### src/logic/csr_pkg.sv
package csr_pkg;

    localparam int XLEN       = 32;
    localparam int CSR_ADDR_W = 14;
    localparam int PLV_W      = 2;
    localparam int ECODE_W    = 6;
    localparam int HW_INT_W   = 8;
    localparam int INT_W      = 13;

    typedef logic [CSR_ADDR_W-1:0] csr_addr_t;
    typedef logic [XLEN-1:0]       csr_word_t;
    typedef logic [PLV_W-1:0]      plv_t;
    typedef logic [ECODE_W-1:0]    ecode_t;
    typedef logic [HW_INT_W-1:0]   hw_int_t;
    typedef logic [INT_W-1:0]      int_vec_t;
    typedef logic [XLEN-1:0]       tval_t;

    ////////////////////////////////////////////////
    // register addresses
    ////////////////////////////////////////////////
    localparam csr_addr_t CSR_CRMD   = 14'h0;
    localparam csr_addr_t CSR_PRMD   = 14'h1;
    localparam csr_addr_t CSR_ECFG   = 14'h4;
    localparam csr_addr_t CSR_ESTAT  = 14'h5;
    localparam csr_addr_t CSR_ERA    = 14'h6;
    localparam csr_addr_t CSR_EENTRY = 14'hc;
    localparam csr_addr_t CSR_SAVE0  = 14'h30;
    localparam csr_addr_t CSR_SAVE1  = 14'h31;
    localparam csr_addr_t CSR_SAVE2  = 14'h32;
    localparam csr_addr_t CSR_SAVE3  = 14'h33;
    localparam csr_addr_t CSR_TID    = 14'h40;
    localparam csr_addr_t CSR_TCFG   = 14'h41;
    localparam csr_addr_t CSR_TVAL   = 14'h42;
    localparam csr_addr_t CSR_TICLR  = 14'h44;

    ////////////////////////////////////////////////
    // field positions
    ////////////////////////////////////////////////
    // prmd shares the plv/ie layout of crmd
    localparam int CRMD_PLV_LSB       = 0;
    localparam int CRMD_IE            = 2;
    localparam int CRMD_DA            = 3;
    localparam int CRMD_PG            = 4;
    localparam int TCFG_EN            = 0;
    localparam int TCFG_PERIODIC      = 1;
    localparam int TCFG_INITVAL_LSB   = 2;
    localparam int TCFG_INITVAL_W     = 30;
    localparam int ESTAT_ECODE_LSB    = 16;
    localparam int ESTAT_ESUBCODE_LSB = 22;
    localparam int EENTRY_VA_LSB      = 6;
    localparam int EENTRY_VA_W        = 26;
    localparam int TICLR_CLR          = 0;

    // lie bit 10 and bits 31:13 stay zero
    localparam csr_word_t LIE_WMASK = 32'h0000_1bff;

    typedef enum logic [1:0] {
        TM_DIRECT = 2'b01,
        TM_PAGED  = 2'b10
    } trans_mode_e;

    typedef struct packed {
        logic      en;
        csr_addr_t addr;
        csr_word_t mask;
        csr_word_t data;
    } csr_wr_t;

    typedef struct packed {
        logic           store_state;
        logic           restore_state;
        logic           ecode_we;
        logic [ECODE_W:0] ecode_in;
        logic           era_we;
        csr_word_t      era_in;
    } exc_ctl_t;

    typedef struct packed {
        plv_t        plv;
        logic        ie;
        trans_mode_e mode;
        plv_t        pplv;
        logic        pie;
    } mode_view_t;

    typedef struct packed {
        int_vec_t               lie;
        logic [1:0]             sw_is;
        ecode_t                 ecode;
        logic                   esubcode;
        csr_word_t              era;
        logic [EENTRY_VA_W-1:0] eentry_va;
    } exc_view_t;

    typedef struct packed {
        logic                      en;
        logic                      periodic;
        logic [TCFG_INITVAL_W-1:0] initval;
        tval_t                     tval;
        logic                      timer_int;
    } timer_view_t;

    typedef struct packed {
        csr_word_t save0;
        csr_word_t save1;
        csr_word_t save2;
        csr_word_t save3;
        csr_word_t tid;
    } scratch_view_t;

    // bits under a set mask bit take the new data
    function automatic csr_word_t masked_write(csr_word_t cur, csr_word_t data,
                                               csr_word_t mask);
        return (cur & ~mask) | (data & mask);
    endfunction

endpackage

### src/logic/csr_exc_regs.sv
`timescale 1ns/100ps

module csr_exc_regs (
    input  logic               clk,
    input  logic               rstn,
    input  csr_pkg::csr_wr_t   csr_wr,
    input  csr_pkg::exc_ctl_t  exc_ctl,
    input  csr_pkg::hw_int_t   hardware_int,
    input  logic               timer_int,
    input  logic               ie,
    output csr_pkg::ecode_t    ecode,
    output csr_pkg::csr_word_t era_out,
    output csr_pkg::csr_word_t eentry,
    output logic               has_interrupt_cpu,
    output logic               has_interrupt_idle,
    output csr_pkg::exc_view_t exc_view
);
    import csr_pkg::*;

    int_vec_t               lie_q;
    logic [1:0]             sw_is_q;
    ecode_t                 ecode_q;
    logic                   esubcode_q;
    csr_word_t              era_q;
    logic [EENTRY_VA_W-1:0] eentry_va_q;
    csr_word_t              lie_new;
    csr_word_t              estat_new;
    csr_word_t              era_new;
    csr_word_t              eentry_new;
    int_vec_t               int_vec;

    always_comb begin
        lie_new    = masked_write(csr_word_t'(lie_q), csr_wr.data, csr_wr.mask & LIE_WMASK);
        estat_new  = masked_write(csr_word_t'(sw_is_q), csr_wr.data, csr_wr.mask);
        era_new    = masked_write(era_q, csr_wr.data, csr_wr.mask);
        eentry_new = masked_write(eentry, csr_wr.data, csr_wr.mask);
    end

    always_ff @(posedge clk) begin
        if (!rstn) begin
            lie_q       <= '0;
            eentry_va_q <= '0;
        end else if (csr_wr.en) begin
            if (csr_wr.addr == CSR_ECFG) begin
                lie_q <= lie_new[INT_W-1:0];
            end
            if (csr_wr.addr == CSR_EENTRY) begin
                eentry_va_q <= eentry_new[EENTRY_VA_LSB +: EENTRY_VA_W];
            end
        end
    end

    // exception entry owns estat over software
    always_ff @(posedge clk) begin
        if (!rstn) begin
            sw_is_q    <= '0;
            ecode_q    <= '0;
            esubcode_q <= 1'b0;
        end else if (exc_ctl.ecode_we) begin
            ecode_q    <= exc_ctl.ecode_in[ECODE_W-1:0];
            esubcode_q <= (|exc_ctl.ecode_in[ECODE_W-1:0]) & exc_ctl.ecode_in[ECODE_W];
        end else if (csr_wr.en && csr_wr.addr == CSR_ESTAT) begin
            sw_is_q <= estat_new[1:0];
        end
    end

    always_ff @(posedge clk) begin
        if (!rstn) begin
            era_q <= '0;
        end else if (exc_ctl.era_we) begin
            era_q <= exc_ctl.era_in;
        end else if (csr_wr.en && csr_wr.addr == CSR_ERA) begin
            era_q <= era_new;
        end
    end

    ////////////////////////////////////////////////
    // interrupt requests
    ////////////////////////////////////////////////
    // timer at 11, bits 10 and 12 unused
    assign int_vec = {1'b0, timer_int, 1'b0, hardware_int, sw_is_q};

    assign has_interrupt_idle = |int_vec;
    assign has_interrupt_cpu  = ie & (|(lie_q & int_vec));

    assign ecode    = ecode_q;
    assign era_out  = era_q;
    assign eentry   = {eentry_va_q, {EENTRY_VA_LSB{1'b0}}};
    assign exc_view = '{lie: lie_q, sw_is: sw_is_q, ecode: ecode_q, esubcode: esubcode_q,
                        era: era_q, eentry_va: eentry_va_q};

endmodule

### src/logic/csr_mode_ctrl.sv
`timescale 1ns/100ps

module csr_mode_ctrl (
    input  logic                 clk,
    input  logic                 rstn,
    input  csr_pkg::csr_wr_t     csr_wr,
    input  logic                 store_state,
    input  logic                 restore_state,
    output csr_pkg::plv_t        plv,
    output logic                 ie,
    output csr_pkg::trans_mode_e translate_mode,
    output csr_pkg::mode_view_t  mode_view
);
    import csr_pkg::*;

    plv_t        plv_q;
    logic        ie_q;
    plv_t        pplv_q;
    logic        pie_q;
    trans_mode_e mode_q;
    trans_mode_e mode_d;
    logic        crmd_we;
    logic        prmd_we;
    csr_word_t   crmd_cur;
    csr_word_t   crmd_new;
    csr_word_t   prmd_new;
    logic [1:0]  pgda_new;

    assign crmd_we = csr_wr.en && (csr_wr.addr == CSR_CRMD);
    assign prmd_we = csr_wr.en && (csr_wr.addr == CSR_PRMD);

    always_comb begin
        crmd_cur = '0;
        crmd_cur[CRMD_PLV_LSB +: PLV_W] = plv_q;
        crmd_cur[CRMD_IE] = ie_q;
        crmd_cur[CRMD_DA] = mode_q[0];
        crmd_cur[CRMD_PG] = mode_q[1];
        crmd_new = masked_write(crmd_cur, csr_wr.data, csr_wr.mask);
        prmd_new = masked_write(csr_word_t'({pie_q, pplv_q}), csr_wr.data, csr_wr.mask);
        pgda_new = {crmd_new[CRMD_PG], crmd_new[CRMD_DA]};
    end

    ////////////////////////////////////////////////
    // translation mode fsm
    ////////////////////////////////////////////////
    always_comb begin
        mode_d = mode_q;
        if (crmd_we && !store_state && !restore_state) begin
            case (pgda_new)
                TM_DIRECT: mode_d = TM_DIRECT;
                TM_PAGED:  mode_d = TM_PAGED;
                // da == pg is not a legal mode
                default:   mode_d = mode_q;
            endcase
        end
    end

    always_ff @(posedge clk) begin
        if (!rstn) begin
            plv_q  <= '0;
            ie_q   <= 1'b0;
            mode_q <= TM_DIRECT;
        end else begin
            mode_q <= mode_d;
            if (restore_state) begin
                plv_q <= pplv_q;
                ie_q  <= pie_q;
            end else if (store_state) begin
                plv_q <= '0;
                ie_q  <= 1'b0;
            end else if (crmd_we) begin
                plv_q <= crmd_new[CRMD_PLV_LSB +: PLV_W];
                ie_q  <= crmd_new[CRMD_IE];
            end
        end
    end

    // previous mode, store is dropped when restore is also set
    always_ff @(posedge clk) begin
        if (!rstn) begin
            pplv_q <= '0;
            pie_q  <= 1'b0;
        end else if (store_state && !restore_state) begin
            pplv_q <= plv_q;
            pie_q  <= ie_q;
        end else if (prmd_we) begin
            pplv_q <= prmd_new[CRMD_PLV_LSB +: PLV_W];
            pie_q  <= prmd_new[CRMD_IE];
        end
    end

    assign plv            = plv_q;
    assign ie             = ie_q;
    assign translate_mode = mode_q;
    assign mode_view      = '{plv: plv_q, ie: ie_q, mode: mode_q, pplv: pplv_q, pie: pie_q};

    a_mode_legal: assert property (@(posedge clk) disable iff (!rstn)
        mode_q inside {TM_DIRECT, TM_PAGED});

endmodule

### src/logic/csr_read_port.sv
`timescale 1ns/100ps

module csr_read_port (
    input  csr_pkg::csr_addr_t     raddr,
    input  csr_pkg::mode_view_t    mode_view,
    input  csr_pkg::exc_view_t     exc_view,
    input  csr_pkg::timer_view_t   timer_view,
    input  csr_pkg::scratch_view_t scratch_view,
    input  csr_pkg::hw_int_t       hardware_int,
    output csr_pkg::csr_word_t     rdata
);
    import csr_pkg::*;

    csr_word_t crmd_w;
    csr_word_t prmd_w;
    csr_word_t estat_w;
    csr_word_t tcfg_w;
    logic      mapped;

    ////////////////////////////////////////////////
    // architectural words
    ////////////////////////////////////////////////
    always_comb begin
        crmd_w = '0;
        crmd_w[CRMD_PLV_LSB +: PLV_W] = mode_view.plv;
        crmd_w[CRMD_IE] = mode_view.ie;
        crmd_w[CRMD_DA] = mode_view.mode[0];
        crmd_w[CRMD_PG] = mode_view.mode[1];

        prmd_w = '0;
        prmd_w[CRMD_PLV_LSB +: PLV_W] = mode_view.pplv;
        prmd_w[CRMD_IE] = mode_view.pie;

        // live interrupt lines in is[12:0]
        estat_w = '0;
        estat_w[INT_W-1:0] = {1'b0, timer_view.timer_int, 1'b0, hardware_int, exc_view.sw_is};
        estat_w[ESTAT_ECODE_LSB +: ECODE_W] = exc_view.ecode;
        estat_w[ESTAT_ESUBCODE_LSB] = exc_view.esubcode;

        tcfg_w = '0;
        tcfg_w[TCFG_EN] = timer_view.en;
        tcfg_w[TCFG_PERIODIC] = timer_view.periodic;
        tcfg_w[TCFG_INITVAL_LSB +: TCFG_INITVAL_W] = timer_view.initval;
    end

    always_comb begin
        case (raddr)
            CSR_CRMD:   rdata = crmd_w;
            CSR_PRMD:   rdata = prmd_w;
            CSR_ECFG:   rdata = csr_word_t'(exc_view.lie);
            CSR_ESTAT:  rdata = estat_w;
            CSR_ERA:    rdata = exc_view.era;
            CSR_EENTRY: rdata = {exc_view.eentry_va, {EENTRY_VA_LSB{1'b0}}};
            CSR_SAVE0:  rdata = scratch_view.save0;
            CSR_SAVE1:  rdata = scratch_view.save1;
            CSR_SAVE2:  rdata = scratch_view.save2;
            CSR_SAVE3:  rdata = scratch_view.save3;
            CSR_TID:    rdata = scratch_view.tid;
            CSR_TCFG:   rdata = tcfg_w;
            CSR_TVAL:   rdata = timer_view.tval;
            // write-only strobe
            CSR_TICLR:  rdata = '0;
            default:    rdata = '0;
        endcase
    end

    assign mapped = raddr inside {CSR_CRMD, CSR_PRMD, CSR_ECFG, CSR_ESTAT, CSR_ERA,
                                  CSR_EENTRY, CSR_SAVE0, CSR_SAVE1, CSR_SAVE2, CSR_SAVE3,
                                  CSR_TID, CSR_TCFG, CSR_TVAL, CSR_TICLR};

    always_comb begin
        if (!mapped) begin
            a_unmapped_zero: assert final (rdata == '0);
        end
    end

endmodule

### src/logic/csr_scratch_regs.sv
`timescale 1ns/100ps

module csr_scratch_regs (
    input  logic                   clk,
    input  logic                   rstn,
    input  csr_pkg::csr_wr_t       csr_wr,
    output csr_pkg::csr_word_t     tid,
    output csr_pkg::scratch_view_t scratch_view
);
    import csr_pkg::*;

    csr_word_t save0_q;
    csr_word_t save1_q;
    csr_word_t save2_q;
    csr_word_t save3_q;
    csr_word_t tid_q;

    always_ff @(posedge clk) begin
        if (!rstn) begin
            save0_q <= '0;
            save1_q <= '0;
            save2_q <= '0;
            save3_q <= '0;
            tid_q   <= '0;
        end else if (csr_wr.en) begin
            case (csr_wr.addr)
                CSR_SAVE0: save0_q <= masked_write(save0_q, csr_wr.data, csr_wr.mask);
                CSR_SAVE1: save1_q <= masked_write(save1_q, csr_wr.data, csr_wr.mask);
                CSR_SAVE2: save2_q <= masked_write(save2_q, csr_wr.data, csr_wr.mask);
                CSR_SAVE3: save3_q <= masked_write(save3_q, csr_wr.data, csr_wr.mask);
                CSR_TID:   tid_q   <= masked_write(tid_q, csr_wr.data, csr_wr.mask);
                default: ;
            endcase
        end
    end

    assign tid          = tid_q;
    assign scratch_view = '{save0: save0_q, save1: save1_q, save2: save2_q,
                            save3: save3_q, tid: tid_q};

endmodule

### src/logic/csr_timer.sv
`timescale 1ns/100ps

module csr_timer (
    input  logic                 clk,
    input  logic                 rstn,
    input  csr_pkg::csr_wr_t     csr_wr,
    output logic                 timer_int,
    output csr_pkg::timer_view_t timer_view
);
    import csr_pkg::*;

    csr_word_t                 tcfg_q;
    tval_t                     tval_q;
    logic                      tcfg_we;
    logic                      ticlr_hit;
    logic                      reload_pulse;
    logic                      time_out;
    logic                      timer_int_q;
    logic                      tcfg_en;
    logic                      tcfg_periodic;
    logic [TCFG_INITVAL_W-1:0] initval;

    assign tcfg_we   = csr_wr.en && (csr_wr.addr == CSR_TCFG);
    assign ticlr_hit = csr_wr.en && (csr_wr.addr == CSR_TICLR)
                       && csr_wr.mask[TICLR_CLR] && csr_wr.data[TICLR_CLR];

    assign tcfg_en       = tcfg_q[TCFG_EN];
    assign tcfg_periodic = tcfg_q[TCFG_PERIODIC];
    assign initval       = tcfg_q[TCFG_INITVAL_LSB +: TCFG_INITVAL_W];

    always_ff @(posedge clk) begin
        if (!rstn) begin
            tcfg_q <= '0;
        end else if (tcfg_we) begin
            tcfg_q <= masked_write(tcfg_q, csr_wr.data, csr_wr.mask);
        end
    end

    // any tcfg write restarts the count
    always_ff @(posedge clk) begin
        if (!rstn) begin
            reload_pulse <= 1'b0;
        end else begin
            reload_pulse <= tcfg_we && (|csr_wr.mask);
        end
    end

    ////////////////////////////////////////////////
    // countdown
    ////////////////////////////////////////////////
    // load value is initval*4 + 1 so that initval 0 still fires
    always_ff @(posedge clk) begin
        if (!rstn) begin
            tval_q   <= '0;
            time_out <= 1'b0;
        end else if (reload_pulse || tval_q == '0) begin
            time_out <= 1'b0;
            if (reload_pulse || tcfg_periodic) begin
                tval_q <= {initval, 2'b01};
            end
        end else if (tcfg_en) begin
            tval_q   <= tval_q - 1'b1;
            time_out <= (tval_q == tval_t'(1));
        end
    end

    // interrupt latch, clear beats a new timeout
    always_ff @(posedge clk) begin
        if (!rstn || ticlr_hit) begin
            timer_int_q <= 1'b0;
        end else if (time_out) begin
            timer_int_q <= 1'b1;
        end
    end

    assign timer_int  = timer_int_q;
    assign timer_view = '{en: tcfg_en, periodic: tcfg_periodic, initval: initval,
                          tval: tval_q, timer_int: timer_int_q};

    a_tval_hold: assert property (@(posedge clk) disable iff (!rstn)
        !tcfg_en && !reload_pulse && tval_q != '0 |=> $stable(tval_q));

endmodule

### src/logic/csr_top.sv
`timescale 1ns/100ps

module csr_top (
    input  logic                 clk,
    input  logic                 rstn,
    input  csr_pkg::csr_wr_t     csr_wr,
    input  csr_pkg::csr_addr_t   raddr,
    output csr_pkg::csr_word_t   rdata,
    input  csr_pkg::exc_ctl_t    exc_ctl,
    input  csr_pkg::hw_int_t     hardware_int,
    output csr_pkg::plv_t        plv,
    output csr_pkg::ecode_t      ecode,
    output csr_pkg::csr_word_t   era_out,
    output csr_pkg::csr_word_t   eentry,
    output logic                 has_interrupt_cpu,
    output logic                 has_interrupt_idle,
    output csr_pkg::trans_mode_e translate_mode,
    output csr_pkg::csr_word_t   tid
);
    import csr_pkg::*;

    logic          ie;
    logic          timer_int;
    mode_view_t    mode_view;
    exc_view_t     exc_view;
    timer_view_t   timer_view;
    scratch_view_t scratch_view;

    csr_mode_ctrl u_mode_ctrl (
        .clk            (clk),
        .rstn           (rstn),
        .csr_wr         (csr_wr),
        .store_state    (exc_ctl.store_state),
        .restore_state  (exc_ctl.restore_state),
        .plv            (plv),
        .ie             (ie),
        .translate_mode (translate_mode),
        .mode_view      (mode_view)
    );

    csr_timer u_timer (
        .clk        (clk),
        .rstn       (rstn),
        .csr_wr     (csr_wr),
        .timer_int  (timer_int),
        .timer_view (timer_view)
    );

    csr_exc_regs u_exc_regs (
        .clk                (clk),
        .rstn               (rstn),
        .csr_wr             (csr_wr),
        .exc_ctl            (exc_ctl),
        .hardware_int       (hardware_int),
        .timer_int          (timer_int),
        .ie                 (ie),
        .ecode              (ecode),
        .era_out            (era_out),
        .eentry             (eentry),
        .has_interrupt_cpu  (has_interrupt_cpu),
        .has_interrupt_idle (has_interrupt_idle),
        .exc_view           (exc_view)
    );

    csr_scratch_regs u_scratch_regs (
        .clk          (clk),
        .rstn         (rstn),
        .csr_wr       (csr_wr),
        .tid          (tid),
        .scratch_view (scratch_view)
    );

    csr_read_port u_read_port (
        .raddr        (raddr),
        .mode_view    (mode_view),
        .exc_view     (exc_view),
        .timer_view   (timer_view),
        .scratch_view (scratch_view),
        .hardware_int (hardware_int),
        .rdata        (rdata)
    );

endmodule

### config.mk
export PLATFORM = sky130hd
export DESIGN_NAME = csr_top
export DESIGN_NICKNAME = d
export VERILOG_FILES = /design/src/logic/csr_pkg.sv /design/src/logic/csr_exc_regs.sv /design/src/logic/csr_mode_ctrl.sv /design/src/logic/csr_read_port.sv /design/src/logic/csr_scratch_regs.sv /design/src/logic/csr_timer.sv /design/src/logic/csr_top.sv
export SDC_FILE = /design/constraint.sdc
export NUM_CORES = 1
export LEC_CHECK = 0
export ABC_AREA = 1
export ABC_CLOCK_PERIOD_IN_PS = 5300
export BUFFER_PORTS_ARGS = -buffer_cell sky130_fd_sc_hd__clkbuf_2
export CORE_UTILIZATION = 62
export CTS_CLUSTER_SIZE = 28
export DETAILED_ROUTE_END_ITERATION = 10
export PLACE_DENSITY = 0.86
export SETUP_SLACK_MARGIN = 0.2
export SYNTH_ARGS = -nofsm -noshare
export SYNTH_HDL_FRONTEND = slang
export SYNTH_SLANG_ARGS = --single-unit
### constraint.sdc
create_clock -name clk -period 5.3 [get_ports clk]
set_input_delay 0.795 -clock clk [delete_from_list [all_inputs] [get_ports clk]]
set_output_delay 0.795 -clock clk [all_outputs]
set_load 0.02 [all_outputs]
# [Word-level counts from Yosys, hierarchy flattened]
# Cells that the tools add are included.
[totals] reg_bits=315 in_bits=146 wordCells=141
[op_classes] add_sub_neg=1 n_eq_ne=28 muxes=17 bitwise_logic=33 reduce_logical=41
[ops] operator="$pmux W32 S13" n=1
[ops] operator="$and A32 B32 Y32" n=9
[ops] operator="$or A32 B32 Y32" n=8
[ops] operator="$mux W32" n=5
[ops] operator="$eq A14 B6 Y1 const B" n=8
[ops] operator="$eq A14 B3 Y1 const B" n=6
[ops] operator="$eq A14 B7 Y1 const B" n=6
[ops] operator="$eq A32 B1 Y1 const B" n=1
[ops] operator="$logic_not A32 Y1" n=1
[ops] operator="$not A32 Y32" n=1
[ops] operator="$reduce_or A32 Y1" n=1
[ops] operator="$sub A32 B1 Y32 const B" n=1
[ops] operator="$eq A14 B1 Y1 const B" n=2
[ops] operator="$eq A14 B4 Y1 const B" n=2
[ops] operator="$logic_not A14 Y1" n=2
[ops] operator="$and A13 B13 Y13" n=2
[ops] operator="$reduce_and A2 Y1" n=10
[ops] operator="$and A13 B12 Y13" n=1
[ops] operator="$not A13 Y13" n=1
[ops] operator="$or A13 B13 Y13" n=1
[ops] operator="$reduce_or A13 Y1" n=1
[ops] operator="$logic_and A1 B1 Y1" n=12
[ops] operator="$reduce_or A11 Y1" n=1
[ops] operator="$mux W2" n=5
[ops] operator="other kinds (19)" n=32

# [Logic depth before layout (Yosys ltp)]
[logic_depth] depth_word=6 ltp_mapped=14 mapped_depth_nobuf=12

# [Cells and area by module]
# A second synthesis with hierarchy kept.
[unflattened] cells_unflattened=3787 hier_area_um2=22626.7
[by_module_without_submodules] mod="csr_scratch_regs" n_inst=1 cells_per_inst=1511 area_per_inst_um2=9288.9 seq_area_each_um2=3203.1
[by_module_without_submodules] mod="csr_exc_regs" n_inst=1 cells_per_inst=794 area_per_inst_um2=5187.5 seq_area_each_um2=1581.5
[by_module_without_submodules] mod="csr_timer" n_inst=1 cells_per_inst=671 area_per_inst_um2=4165.2 seq_area_each_um2=1341.3
[by_module_without_submodules] mod="csr_read_port" n_inst=1 cells_per_inst=707 area_per_inst_um2=3294.4 seq_area_each_um2=0.0
[by_module_without_submodules] mod="csr_mode_ctrl" n_inst=1 cells_per_inst=104 area_per_inst_um2=690.7 seq_area_each_um2=160.2

# [Least setup slack after synthesis]
# Ideal clock, no wire load.
[synth_timing] kind="input port to output port" from="input raddr[11]" to="output rdata[4]" t_arrival_ns=2.102 t_required_ns=4.505 slack_ns=2.403 stages=11 path_buffers=2 cell_sequence="nor2_1 > nand2_1 > nor2_1 > buf_2 > nand3_1 > inv_1 > clkbuf_1 > nand2_1 > o21ai_0 > nor2_1 > nand4_1"
[synth_between] elab_chain_len=2
[synth_lines] element="from (decl)" line_no="csr_top.sv:7" text="input csr_pkg::csr_addr_t raddr,"
[synth_lines] element="$eq A14 B7 Y1 (tied with other cells)"
[synth_lines] element="$pmux W32 S13 *" line_no="csr_read_port.sv:47" text="case (raddr)"
[synth_lines] element="to (decl)" line_no="csr_top.sv:8" text="output csr_pkg::csr_word_t rdata,"
# Every way passes the cells marked *; elsewhere a longest branch is shown, timed or not.

# [Worst setup path after layout]
[layout_timing] from="input raddr[12]" to="output rdata[6]"
# Same word-level chain as after synthesis.

==> results.ini <==
[routing]
viasPerCell = 6.28
drc = 0
vias = 19700
drtIter0Drc = 2534
firstDrtPassIters = 7
wl_per_cell_um = 20.5
ant_nets = 0
routed_wl_um = 64500

[power]
power.switching_uw = 1290
power.density_nw_per_um2 = 266
ir_drop_mv = 0.264
pwr-share-comb_pct = 6.7
p_sw_share_pct = 24.8
internal-power_uw = 3930
seq_power_share_pct = 46.2
power_leakage_uw = 0.00890
p_clk_share_pct = 47.1

[finish]
seqCellArea_um2 = 6290
layout-drive-gt1-share_pct = 14.8
fin_nets = 2886
diodes = 0
area_delta_synth_final_pct = 11.3
multi_input_area_um2 = 8900
fill_cells = 2353
fin_area_um2 = 19600

[synth]
yosys.cell_count.top_type = nand2_1
synth_area_leaders = dfxtp_1 36%, nand2_1 9.2%, o21ai_0 8.2%, nor2_1 7.9%, inv_1 6.3%
netlist_area_um2 = 17600
ys.flop_type = dfxtp_1
yosys_warnings = 0
synthArstFlopShare_pct = 0
synth-edff-count = 0
synthTopCellsByCount = 432 x nand2_1, 369 x nor2_1, 314 x dfxtp_1
synth-seq-cells = 314
yosys.area.top_type_share_pct = 35.7
ys_types = 44
ys_seq_area_share_pct = 35.7
synthCells = 2616
synth.largest_area_cell = dfxtp_1
synth.avg_cell_area_um2 = 6.74

[worst_setup_path]
r2r_start = u_timer.tval_q[0]
cp.required_ns = 4.51
r2r_cells = 11
arrival_ns = 3.21
r2r_slack_ns = 1.78
worst-path-max-fanout = 46
critPathKind = in2out
end_kind = output port
start_kind = primary input
r2r-end = u_timer.tval_q[22]

[clock_tree]
cts_setup_buffers = 0
ctsResizeCount = 0
ctsHoldBuffers = 0
tritoncts = built
clock-sinks = 314
cts_buffers = 35
htree_levels = 2
clk_path_buf_depth = 3
cts_root_buf = clkbuf_16
clkSlewWorstSetupHoldPaths_ns = 0.06
clock_latency_ns = 0.51

[floorplan]
die_w_um = 171
fp.coreArea_um2 = 27900
die_y_um = 171
die_area_um2 = 29100
rows = 61
start_util_pct = 63.3
ios = 286

[sta]
setup_viol = 0
max_slew_margin_pct = 14.6
fin_tns_setup_ns = 0
worst_slew_pin_slew_ns = 1.28
rsz0062_at_grt = no
hold_violations = 0
timing.final.crit_share_pct = 75.5
clock-skew-final_ns = 0.0155
drv_slew = 0
post-route-min-period_ns = 4.00
timing.hold.ws_ns = 0.453
fmax_mhz = 250
fin_ws_ns = 1.30

[placed_design]
dp_hpwl_um = 43400
gp_congestion = 1.02
port_buffers = 279
dp_slack_ns = 1.40
place_area_um2 = 18500

[global_route]
grt_pass1_vias = 18600
antenna_found_initial = 0
grt_start_max_net_pins = 167
grt-ovfl-total = 0
grt_pass1_wl_um = 99100
track_usage_pct = 43.7

[worst_hold_path]
hp-class = reg2reg
min_path_cells = 2

[job]
maxCapViolCount = 0

[outcome]
status = finished clean

[critical path, cell delays in order]
cell	delay, ns
clkbuf_2	0.08
inv_1	0.09
nand2_1	0.08
nor2_1	0.29
nand2_1	0.14
inv_1	0.10
buf_4	0.53
nand2_1	0.13
nor2_2	0.15
buf_4	0.28
nand2_1	0.09
o21ai_0	0.08
inv_1	0.06
nand4_1	0.10
clkbuf_2	0.19
[stage by stage]
step                      total power [µW]  cells  util, %
after CTS                             5200   3140     70.4
final                                 5230   3140     70.4
after detailed placement              2800   3078     66.3
after floorplan                       2650   2621        -
after global placement                2790   3078     66.3
after global routing                  5340   3140     70.4
[area by class of cell]
type	count	area share [%]
clock inverter	7	0.478
sequential	314	32.0
inverter	307	5.88
timing repair buffer	312	8.48
multi-input combinational	1767	45.4
tap	378	2.41
clock buffer	55	5.36
[placed cells by master, fill, tap and decap left out, types with 6 or more instances in the layout]
cell type,netlist,layout
buf_4,110,32
nand2_1,432,430
o21ai_0,290,290
a21oi_1,118,118
nand2_2,5,7
clkinv_1,8,8
a211oi_1,35,35
o311a_1,32,32
xor2_1,15,15
nor3_1,21,20
o21ai_1,16,16
nand3_1,196,196
clkbuf_1,85,10
dfxtp_1,314,314
nor2_2,11,12
clkbuf_2,0,278
clkbuf_16,0,35
o21bai_1,8,8
clkbuf_8,0,10
nor2_1,369,366
o22ai_1,32,32
nand4_1,34,34
inv_1,295,295
nor4_1,6,6
a31oi_1,27,27
o31ai_1,12,12
conb_1,1,6
o211a_1,76,76
[layer usage]
layer	global-route usage (%)	routed length (µm)	share of wire, %
met3	11.1	8080	13
met2	68.1	28200	44
met1	54.0	23900	37
met5	0	0	0
met4	27.5	4320	6.7
[how the worst max path moves through the flow]
stage | to | slack, ns | startpoint
2_1_floorplan | rdata[4] | 2.40 | raddr[11]
3_3_place_gp | rdata[8] | 1.52 | raddr[12]
3_5_place_dp | rdata[7] | 1.40 | raddr[12]
4_1_cts | rdata[7] | 1.40 | raddr[12]
5_1_grt | rdata[7] | 1.09 | raddr[8]
6_report | rdata[6] | 1.30 | raddr[12]
[power groups by stage]
stage                     combinational, µW  clock [µW]  sequential (µW)
after floorplan                         198           0             2450
after global placement                  331           0             2460
after detailed placement                336           0             2460
after CTS                               338        2450             2410
after global routing                    373        2560             2410
final                                   350        2460             2410
[cells by family (layout without fill, tap and decap cells)]
group	Yosys count	count (layout)	share of synthesized area (%)
and+or+nand+nor	1088	1088	26.1
adders and majority gates	3	3	0.213
DFF	314	314	35.7
AOI/OAI and AO/OA	655	655	23.1
other	1	6	0.0213
xor gates and xnor gates	15	15	0.745
buffers and inverters	540	681	14.2
(Power assumes the default switching activity.)
